**config.mk**
```make
export PLATFORM = sky130hd
export DESIGN_NAME = ooo_core
export DESIGN_NICKNAME = d
export VERILOG_FILES = /design/src/ooo_pkg.sv /design/src/cdb_if.sv /design/src/dispatch_if.sv /design/src/dispatch_ctrl.sv /design/src/exec_unit.sv /design/src/rob.sv /design/src/arch_regfile.sv /design/src/ooo_core.sv
export SDC_FILE = /design/constraint.sdc
export NUM_CORES = 2
export LEC_CHECK = 0
export BUFFER_PORTS_ARGS = -buffer_cell sky130_fd_sc_hd__buf_2
export CAP_MARGIN = 10
export CORE_ASPECT_RATIO = 1.75
export CORE_MARGIN = 2
export CORE_UTILIZATION = 35
export CTS_CLUSTER_DIAMETER = 150
export CTS_CLUSTER_SIZE = 30
export DETAILED_ROUTE_END_ITERATION = 10
export PLACE_DENSITY = 0.55
export SLEW_MARGIN = 10
export SYNTH_ARGS = -nofsm -noshare
export SYNTH_HDL_FRONTEND = slang
export SYNTH_SLANG_ARGS = --single-unit
```
**constraint.sdc**
```tcl
create_clock -name clock -period 5.8 [get_ports clock]
set_input_delay 0.87 -clock clock [delete_from_list [all_inputs] [get_ports clock]]
set_output_delay 0.87 -clock clock [all_outputs]
set_load 0.01 [all_outputs]
```
**src/ooo_pkg.sv**
```systemverilog
/*
 * ooo_pkg
 * shared widths, opcode encoding and the reorder-buffer entry layout
 * for the in-order-retirement core slice
 */
`default_nettype none

package ooo_pkg;

    // datapath and register file sizes
    localparam int xlen      = 32;
    localparam int reg_count = 16;

    typedef logic [3:0] reg_idx_t;

    // instruction opcodes
    typedef enum logic [2:0] {
        op_add,
        op_sub,
        op_xor,
        op_beq,
        op_halt
    } opcode_t;

    // one reorder-buffer slot
    typedef struct packed {
        logic            valid;
        logic            ready;
        opcode_t         opcode;
        reg_idx_t        dest;
        logic [xlen-1:0] pc;
        logic [xlen-1:0] value;
        logic            predict_taken;
        logic            mispredict;
        // correct fetch pc, only meaningful for branches
        logic [xlen-1:0] redirect_pc;
    } rob_entry_t;

endpackage

`default_nettype wire

```
**src/cdb_if.sv**
```systemverilog
/*
 * cdb_if
 * common data bus carrying one execution result per cycle
 * back to the reorder buffer
 */
`timescale 1ns/10ps
`default_nettype none

interface cdb_if #(
    parameter int ROB_DEPTH = 8
);
    import ooo_pkg::*;

    localparam int tag_w = $clog2(ROB_DEPTH);

    logic             valid;
    logic [tag_w-1:0] tag;
    logic [xlen-1:0]  value;
    // branch outcome
    logic             taken;
    logic [xlen-1:0]  target;

    modport exec (output valid, tag, value, taken, target);
    modport rob  (input valid, tag, value, taken, target);

endinterface

`default_nettype wire

```
**src/dispatch_if.sv**
```systemverilog
/*
 * dispatch_if
 * one accepted instruction from the dispatch control to the
 * reorder buffer and the execution pipeline, plus the tail tag and
 * full flag returned by the reorder buffer
 */
`timescale 1ns/10ps
`default_nettype none

interface dispatch_if #(
    parameter int ROB_DEPTH = 8
);
    import ooo_pkg::*;

    localparam int tag_w = $clog2(ROB_DEPTH);

    logic             valid;
    logic [tag_w-1:0] tag;
    opcode_t          opcode;
    logic [xlen-1:0]  operand_a;
    logic [xlen-1:0]  operand_b;
    reg_idx_t         dest;
    logic [xlen-1:0]  pc;
    logic             predict_taken;
    logic             full;

    modport ctrl (
        output valid, opcode, operand_a, operand_b, dest, pc, predict_taken,
        input  full, tag
    );
    modport rob (
        input  valid, opcode, operand_a, operand_b, dest, pc, predict_taken,
        output full, tag
    );
    // branch target needs the pc as well as the operands
    modport exec (input valid, tag, opcode, operand_a, operand_b, pc);

endinterface

`default_nettype wire

```
**src/dispatch_ctrl.sv**
```systemverilog
/*
 * dispatch_ctrl
 * four-phase req/ack dispatch port; issues one instruction per
 * handshake into the reorder buffer and the execution pipeline,
 * holding off while the buffer is full, the core is halted or a
 * squash is in progress
 */
`timescale 1ns/10ps
`default_nettype none

module dispatch_ctrl (
    input  logic                      clock,
    input  logic                      reset,
    input  logic                      req,
    output logic                      ack,
    input  ooo_pkg::opcode_t          opcode,
    input  logic [ooo_pkg::xlen-1:0]  operand_a,
    input  logic [ooo_pkg::xlen-1:0]  operand_b,
    input  ooo_pkg::reg_idx_t         dest,
    input  logic [ooo_pkg::xlen-1:0]  pc,
    input  logic                      predict_taken,
    input  logic                      squash,
    input  logic                      halted,
    dispatch_if.ctrl                  dispatch
);
    import ooo_pkg::*;

    typedef enum logic {
        idle,
        wait_release
    } state_t;

    state_t state;
    logic   accept;

    ////////////////////
    // accept decision
    ////////////////////

    // one-cycle issue pulse only from idle with a fresh req
    assign accept = (state == idle) && req && !ack && !dispatch.full
                    && !halted && !squash;

    assign dispatch.valid         = accept;
    assign dispatch.opcode        = opcode;
    assign dispatch.operand_a     = operand_a;
    assign dispatch.operand_b     = operand_b;
    assign dispatch.dest          = dest;
    assign dispatch.pc            = pc;
    assign dispatch.predict_taken = predict_taken;

    ////////////////////
    // handshake FSM
    ////////////////////

    always_ff @(posedge clock) begin
        if (reset) begin
            state <= idle;
            ack   <= 1'b0;
        end else begin
            case (state)
                idle: begin
                    // ack left high by a squash drops once req is released
                    if (ack && !req) begin
                        ack <= 1'b0;
                    end else if (accept) begin
                        ack   <= 1'b1;
                        state <= wait_release;
                    end
                end
                wait_release: begin
                    if (!req) begin
                        ack   <= 1'b0;
                        state <= idle;
                    end else if (squash) begin
                        // ack stays up so the same req is not taken twice
                        state <= idle;
                    end
                end
                default: begin
                    state <= idle;
                    ack   <= 1'b0;
                end
            endcase
        end
    end

endmodule

`default_nettype wire

```
**src/exec_unit.sv**
```systemverilog
/*
 * exec_unit
 * fixed three-stage execution pipeline; computes arithmetic results
 * and branch outcomes and broadcasts them on the common data bus
 * three cycles after dispatch
 */
`timescale 1ns/10ps
`default_nettype none

module exec_unit #(
    parameter int ROB_DEPTH = 8
) (
    input  logic      clock,
    input  logic      reset,
    input  logic      squash,
    dispatch_if.exec  dispatch,
    cdb_if.exec       cdb
);
    import ooo_pkg::*;

    localparam int tag_w = $clog2(ROB_DEPTH);

    // stage 1 holds the operands, stages 2 and 3 the result
    logic             s1_valid, s2_valid, s3_valid;
    logic [tag_w-1:0] s1_tag, s2_tag, s3_tag;
    opcode_t          s1_opcode;
    logic [xlen-1:0]  s1_a, s1_b, s1_pc;
    logic [xlen-1:0]  s2_value, s3_value;
    logic             s2_taken, s3_taken;
    logic [xlen-1:0]  s2_target, s3_target;

    logic [xlen-1:0]  alu_value;
    logic             alu_taken;
    logic [xlen-1:0]  alu_target;

    always_comb begin
        alu_value  = '0;
        alu_taken  = 1'b0;
        alu_target = s1_pc + xlen'(4);
        case (s1_opcode)
            op_add: alu_value = s1_a + s1_b;
            op_sub: alu_value = s1_a - s1_b;
            op_xor: alu_value = s1_a ^ s1_b;
            op_beq: begin
                alu_taken = (s1_a == '0);
                if (alu_taken) begin
                    alu_target = s1_pc + s1_b;
                end
            end
            // halt carries no result
            default: alu_value = '0;
        endcase
    end

    always_ff @(posedge clock) begin
        if (reset || squash) begin
            s1_valid <= 1'b0;
            s2_valid <= 1'b0;
            s3_valid <= 1'b0;
        end else begin
            s1_valid <= dispatch.valid;
            s2_valid <= s1_valid;
            s3_valid <= s2_valid;
        end
    end

    always_ff @(posedge clock) begin
        s1_tag    <= dispatch.tag;
        s1_opcode <= dispatch.opcode;
        s1_a      <= dispatch.operand_a;
        s1_b      <= dispatch.operand_b;
        s1_pc     <= dispatch.pc;
        s2_tag    <= s1_tag;
        s2_value  <= alu_value;
        s2_taken  <= alu_taken;
        s2_target <= alu_target;
        s3_tag    <= s2_tag;
        s3_value  <= s2_value;
        s3_taken  <= s2_taken;
        s3_target <= s2_target;
    end

    assign cdb.valid  = s3_valid;
    assign cdb.tag    = s3_tag;
    assign cdb.value  = s3_value;
    assign cdb.taken  = s3_taken;
    assign cdb.target = s3_target;

endmodule

`default_nettype wire

```
**src/rob.sv**
```systemverilog
/*
 * rob
 * circular reorder buffer; allocates at the tail, marks entries ready
 * from the common data bus and retires the head in program order.
 * a retiring mispredicted branch squashes every younger entry and a
 * retiring halt latches the halted flag
 */
`timescale 1ns/10ps
`default_nettype none

module rob #(
    parameter int ROB_DEPTH = 8
) (
    input  logic                      clock,
    input  logic                      reset,
    dispatch_if.rob                   dispatch,
    cdb_if.rob                        cdb,
    output logic                      retire_valid,
    output logic [ooo_pkg::xlen-1:0]  retire_pc,
    output ooo_pkg::reg_idx_t         retire_dest,
    output logic [ooo_pkg::xlen-1:0]  retire_value,
    output logic                      write_enable,
    output ooo_pkg::reg_idx_t         write_idx,
    output logic [ooo_pkg::xlen-1:0]  write_data,
    output logic                      squash,
    output logic [ooo_pkg::xlen-1:0]  redirect_pc,
    output logic                      halted
);
    import ooo_pkg::*;

    localparam int tag_w = $clog2(ROB_DEPTH);

    rob_entry_t       entries [ROB_DEPTH];
    rob_entry_t       head_entry;
    logic [tag_w-1:0] head;
    logic [tag_w-1:0] tail;
    logic [tag_w:0]   count;
    logic             push;
    logic             is_arith;

    ////////////////////
    // retire side
    ////////////////////

    assign head_entry = entries[head];
    assign push       = dispatch.valid;

    assign dispatch.full = (count == (tag_w + 1)'(ROB_DEPTH));
    assign dispatch.tag  = tail;

    assign retire_valid = head_entry.valid && head_entry.ready;
    assign retire_pc    = head_entry.pc;
    assign retire_dest  = head_entry.dest;
    assign retire_value = head_entry.value;

    assign is_arith     = head_entry.opcode inside {op_add, op_sub, op_xor};
    // register 0 is never written
    assign write_enable = retire_valid && is_arith && (head_entry.dest != '0);
    assign write_idx    = head_entry.dest;
    assign write_data   = head_entry.value;

    assign squash      = retire_valid && head_entry.mispredict;
    assign redirect_pc = head_entry.redirect_pc;

    always_ff @(posedge clock) begin
        if (reset) begin
            halted <= 1'b0;
        end else if (retire_valid && (head_entry.opcode == op_halt)) begin
            halted <= 1'b1;
        end
    end

    ////////////////////
    // buffer update
    ////////////////////

    always_ff @(posedge clock) begin
        if (reset || squash) begin
            head  <= '0;
            tail  <= '0;
            count <= '0;
            for (int i = 0; i < ROB_DEPTH; i++) begin
                entries[i].valid <= 1'b0;
                entries[i].ready <= 1'b0;
            end
        end else begin
            if (push) begin
                entries[tail] <= '{
                    valid:         1'b1,
                    ready:         1'b0,
                    opcode:        dispatch.opcode,
                    dest:          dispatch.dest,
                    pc:            dispatch.pc,
                    value:         '0,
                    predict_taken: dispatch.predict_taken,
                    mispredict:    1'b0,
                    redirect_pc:   '0
                };
                tail <= (tail == tag_w'(ROB_DEPTH - 1)) ? '0 : tail + 1'b1;
            end
            // results for squashed or free slots are dropped
            if (cdb.valid && entries[cdb.tag].valid) begin
                entries[cdb.tag].ready       <= 1'b1;
                entries[cdb.tag].value       <= cdb.value;
                entries[cdb.tag].mispredict  <= (entries[cdb.tag].opcode == op_beq)
                    && (cdb.taken != entries[cdb.tag].predict_taken);
                entries[cdb.tag].redirect_pc <= cdb.target;
            end
            if (retire_valid) begin
                entries[head].valid <= 1'b0;
                entries[head].ready <= 1'b0;
                head <= (head == tag_w'(ROB_DEPTH - 1)) ? '0 : head + 1'b1;
            end
            case ({push, retire_valid})
                2'b10:   count <= count + 1'b1;
                2'b01:   count <= count - 1'b1;
                default: count <= count;
            endcase
        end
    end

endmodule

`default_nettype wire

```
**src/arch_regfile.sv**
```systemverilog
/*
 * arch_regfile
 * architectural register file, written at retirement; one
 * combinational read port with write-through bypass
 */
`timescale 1ns/10ps
`default_nettype none

module arch_regfile (
    input  logic                      clock,
    input  logic                      reset,
    input  logic                      write_enable,
    input  ooo_pkg::reg_idx_t         write_idx,
    input  logic [ooo_pkg::xlen-1:0]  write_data,
    input  ooo_pkg::reg_idx_t         read_idx,
    output logic [ooo_pkg::xlen-1:0]  read_data
);
    import ooo_pkg::*;

    logic [xlen-1:0] regs [reg_count];

    always_ff @(posedge clock) begin
        if (reset) begin
            for (int i = 0; i < reg_count; i++) begin
                regs[i] <= '0;
            end
        end else if (write_enable && (write_idx != '0)) begin
            regs[write_idx] <= write_data;
        end
    end

    // r0 reads zero and a retiring write is seen in the same cycle
    always_comb begin
        if (read_idx == '0) begin
            read_data = '0;
        end else if (write_enable && (write_idx == read_idx)) begin
            read_data = write_data;
        end else begin
            read_data = regs[read_idx];
        end
    end

endmodule

`default_nettype wire

```
**src/ooo_core.sv**
```systemverilog
/*
 * ooo_core
 * top level of the core slice: dispatch control, execution pipeline,
 * reorder buffer and architectural register file behind plain ports
 */
`timescale 1ns/10ps
`default_nettype none

module ooo_core #(
    parameter int ROB_DEPTH = 8
) (
    input  logic                      clock,
    input  logic                      reset,
    input  logic                      dispatch_req,
    input  ooo_pkg::opcode_t          dispatch_opcode,
    input  logic [ooo_pkg::xlen-1:0]  dispatch_operand_a,
    input  logic [ooo_pkg::xlen-1:0]  dispatch_operand_b,
    input  ooo_pkg::reg_idx_t         dispatch_dest,
    input  logic [ooo_pkg::xlen-1:0]  dispatch_pc,
    input  logic                      dispatch_predict_taken,
    input  ooo_pkg::reg_idx_t         reg_read_idx,
    output logic                      dispatch_ack,
    output logic                      retire_valid,
    output logic [ooo_pkg::xlen-1:0]  retire_pc,
    output ooo_pkg::reg_idx_t         retire_dest,
    output logic [ooo_pkg::xlen-1:0]  retire_value,
    output logic                      squash,
    output logic [ooo_pkg::xlen-1:0]  redirect_pc,
    output logic                      halted,
    output logic [ooo_pkg::xlen-1:0]  reg_read_data
);
    import ooo_pkg::*;

    // retirement write into the register file
    logic            write_enable;
    reg_idx_t        write_idx;
    logic [xlen-1:0] write_data;

    dispatch_if #(.ROB_DEPTH(ROB_DEPTH)) dispatch_bus ();
    cdb_if      #(.ROB_DEPTH(ROB_DEPTH)) cdb_bus ();

    dispatch_ctrl dispatch_ctrl_inst (
        .clock         (clock),
        .reset         (reset),
        .req           (dispatch_req),
        .ack           (dispatch_ack),
        .opcode        (dispatch_opcode),
        .operand_a     (dispatch_operand_a),
        .operand_b     (dispatch_operand_b),
        .dest          (dispatch_dest),
        .pc            (dispatch_pc),
        .predict_taken (dispatch_predict_taken),
        .squash        (squash),
        .halted        (halted),
        .dispatch      (dispatch_bus.ctrl)
    );

    exec_unit #(.ROB_DEPTH(ROB_DEPTH)) exec_unit_inst (
        .clock    (clock),
        .reset    (reset),
        .squash   (squash),
        .dispatch (dispatch_bus.exec),
        .cdb      (cdb_bus.exec)
    );

    rob #(.ROB_DEPTH(ROB_DEPTH)) rob_inst (
        .clock        (clock),
        .reset        (reset),
        .dispatch     (dispatch_bus.rob),
        .cdb          (cdb_bus.rob),
        .retire_valid (retire_valid),
        .retire_pc    (retire_pc),
        .retire_dest  (retire_dest),
        .retire_value (retire_value),
        .write_enable (write_enable),
        .write_idx    (write_idx),
        .write_data   (write_data),
        .squash       (squash),
        .redirect_pc  (redirect_pc),
        .halted       (halted)
    );

    arch_regfile arch_regfile_inst (
        .clock        (clock),
        .reset        (reset),
        .write_enable (write_enable),
        .write_idx    (write_idx),
        .write_data   (write_data),
        .read_idx     (reg_read_idx),
        .read_data    (reg_read_data)
    );

endmodule

`default_nettype wire

```
==> summary.md <==
| Metric | Value |
|---|---|
| Ys async rst share | 0 |
| Share of cells above drive strength 1 | 0.200 |
| Hold Buf Count CTS | 0 |
| Clk buf depth | 3 |
| DPL Wire Length | 127,000 um |
| Seq cells post-synth | 1,625 |
| Critical path peak fanout | 64 |
| DR pass1 iterations | 5 |
| Post-cts resize count | 0 |
| Max Slew Vio Count | 0 |
| Register area share after synthesis | 0.664 |
| Vias/cell | 5.32 |
| Post-DRT Antenna Nets | 0 |
| Grt ovf | 0 |
| Syn. warnings | 0 |
| Netlist cell types | 77 |
| Vias in the first global route | 41,400 |
| Vias | 39,800 |
| GRT Overall Usage | 0.192 |
| Worst Hold Class | input pin to register |
| IO buf count | 246 |
| First-pass GRT wire length | 285,000 um |
| Die W | 341 um |
| CP required | 4.93 ns |
| Core area | 0.198 mm^2 |
| Drt wl/cell | 26.2 um |
| Final Cycle Share | 0.949 |
| Setup TNS | 0 ns |
| Top FF cell, synth | edfxtp_1 |
| Avg Inst Size Synth | 14.9 um^2 |
| Htree depth | 2 |
| Gate count of the mapped netlist | 4,653 |
| Top-Level Pins | 247 |
| Most common cell after layout, fill and taps aside | edfxtp_1 |
| Hold path start | dispatch_operand_a[5] |
| Clk_lat worst skew | 0.75 ns |
| Area growth syn-to-layout | 9.37% |
| CTS Buf Count | 60 |
| Drt total wl | 196,000 um |
| WP data arrival | 4.63 ns |
| Pwr Density | 267 mW/mm^2 |
| Worst setup EP type | output pin |
| CTS tree | yes |
| Setup CP Type | register to output pin |
| CP Launch Type | register |
| Outcome | finished clean |
| Die area | 0.202 mm^2 |
| Largest net degree at the start of global routing | 193 |
| Max Clk Rate | 182 MHz |
| Root Buffer | clkbuf_16 |
| Clock slew at reported path FFs | 0.12 ns |
| Post-synth EDFFs | 1,352 |
| Antenna violations before repair | 11 |
| Worst slew pin tran | 1.10 ns |
| Commonest cells after routing, fill and taps aside | edfxtp_1, nor2_1, and3_1 |
| Clock sink count | 1,625 |
| RSZ-0062 raised after global routing | false |
| Max VDD drop | 0.000303 V |
| Final Skew | 0.0325 ns |
| Min Tclk post-route | 5.50 ns |
| Pleak | 26.4 nW |
| DIE HEIGHT | 593 um |
| Fill cells | 18,500 |
| Syn Std Cell Area | 0.0694 mm^2 |
| Setup violators final | 0 |
| DR iter-0 viols | 3,222 |
| DR DRC count | 0 |
| Setup Buffers After CTS | 0 |
| PnR Total Power | 20.3 mW |
| Fin nets | 5,003 |
| Row count | 216 |
| Routability cong. | 0.903 |
| Slew HR | 0.261 |
| Initial cell density of the core | 0.351 |
| Max-Cap Viols | 0 |
| Final hold vios | 0 |
-- registers in the layout (all words and copies together) (netlist names), 3 cells and up, named ones only --
register	count
rob_inst.entries	856
arch_regfile_inst.regs	512
exec_unit_inst.cdb.target	32
exec_unit_inst.cdb.value	32
exec_unit_inst.s1_a	32
exec_unit_inst.s1_b	32
exec_unit_inst.s1_pc	32
exec_unit_inst.s2_target	32
exec_unit_inst.s2_value	32
rob_inst.count	4
exec_unit_inst.cdb.tag	3
exec_unit_inst.s1_opcode	3
exec_unit_inst.s1_tag	3
exec_unit_inst.s2_tag	3
rob_inst.dispatch.tag	3
rob_inst.head	3
-- worst max-delay path, stage by stage, from the launching register on --
cell      delay (ns)
dfxtp_4         0.83
mux4_2          0.60
mux2i_2         0.48
and2_1          0.31
a21oi_1         0.10
mux2_2          0.27
nand3b_1        0.13
buf_12          0.25
nor2_1          0.07
a21oi_1         0.44
nor2_1          0.11
buf_2           0.16
-- cells by family (layout without fill, tap and decap cells) --
family                   count (synthesis)  in the layout  synth area share
flip-flops                            1625           1625             0.664
AND/OR/NAND/NOR                       1515           1515             0.108
multiplexers                           508            508             0.136
buffers and inverters                  403            588            0.0261
AO/OA/AOI/OAI                          391            391            0.0350
XOR/XNOR                               136            136            0.0172
adder cells (fa/ha/maj)                 74             74            0.0137
other                                    1             37         0.0000540
-- per-layer routing --
layer  up-vias  part of all wire  routed length (um)  GRT usage
met5         -          0.000066                  13          0
met4         2             0.035                6800     0.0627
met3       261             0.041                8030     0.0200
met2      1078              0.54              107000      0.363
met1     20700              0.38               74900      0.225
li1      17800                 -                   -          -
-- cell type report --
| cell class | count | area [um^2] | share of cell area |
|---|---|---|---|
| inverters | 76 | 285 | 0.00376 |
| diodes | 5 | 12.5 | 0.000165 |
| clock buffers | 110 | 1710 | 0.0225 |
| flip-flops and latches | 1625 | 46100 | 0.607 |
| multi-input cells | 2656 | 21900 | 0.288 |
| repair buffers | 399 | 2590 | 0.0342 |
| well taps | 2616 | 3270 | 0.0431 |
| clock inverters | 3 | 80.1 | 0.00106 |
-- per-stage QoR --
stage          instances  hold slack [ns]  area, um^2   util  setup WS (ns)
2_1_floorplan       4684            0.310       69500      -           1.45
3_3_place_gp        7372            0.312       74100  0.375          0.944
3_5_place_dp        7372            0.312       74100  0.375          0.927
4_1_cts             7485            0.143       75900  0.384         0.0612
5_1_grt             7487            0.166       75900  0.384         0.0124
6_report            7490            0.206       75900  0.384          0.295
-- synthesized netlist by cell type, types with 11 or more instances --
cell | instances | area share
nand4_1 | 14 | 0.0013
nand3_1 | 46 | 0.0033
clkbuf_2 | 24 | 0.0017
xor2_1 | 49 | 0.0062
dfxtp_1 | 273 | 0.079
buf_1 | 18 | 0.00097
xnor2_1 | 87 | 0.011
nor3_1 | 27 | 0.0019
a21oi_1 | 146 | 0.011
nand2_1 | 122 | 0.0066
and2_1 | 136 | 0.012
buf_6 | 15 | 0.0024
o221ai_1 | 13 | 0.0016
o21ai_0 | 65 | 0.0047
a21o_1 | 44 | 0.0048
nor2_1 | 667 | 0.036
buf_2 | 82 | 0.0059
edfxtp_1 | 1352 | 0.59
nand2b_1 | 25 | 0.0023
mux2_2 | 80 | 0.013
nor4_1 | 14 | 0.0013
buf_4 | 12 | 0.0013
mux4_2 | 339 | 0.11
mux2i_1 | 87 | 0.013
and3_1 | 405 | 0.037
o22ai_1 | 34 | 0.0031
nor2b_1 | 11 | 0.00099
o31ai_1 | 13 | 0.0014
clkbuf_1 | 175 | 0.0095
ha_1 | 71 | 0.013
inv_1 | 76 | 0.0041
-- power by group --
part	leakage [nW]	internal [mW]	total [mW]	switching, mW
clock	0.845	2.09	5.59	3.51
combinational	11.3	0.603	1.57	0.965
sequential	14.3	12.9	13.1	0.253
-- final timing paths --
check / end / slack, ns / depth (start not counted)
max: reg_read_data[24] / 0.30 / 11
min: exec_unit_inst.s1_a[5]$_DFF_P_ / 0.21 / 1
max reg2reg: rob_inst.entries[4][42]$_DFFE_PP_ / 1.31 / 8
min reg2reg: exec_unit_inst.cdb.target[22]$_DFF_P_ / 0.33 / 0
(Power assumes the default switching activity.)
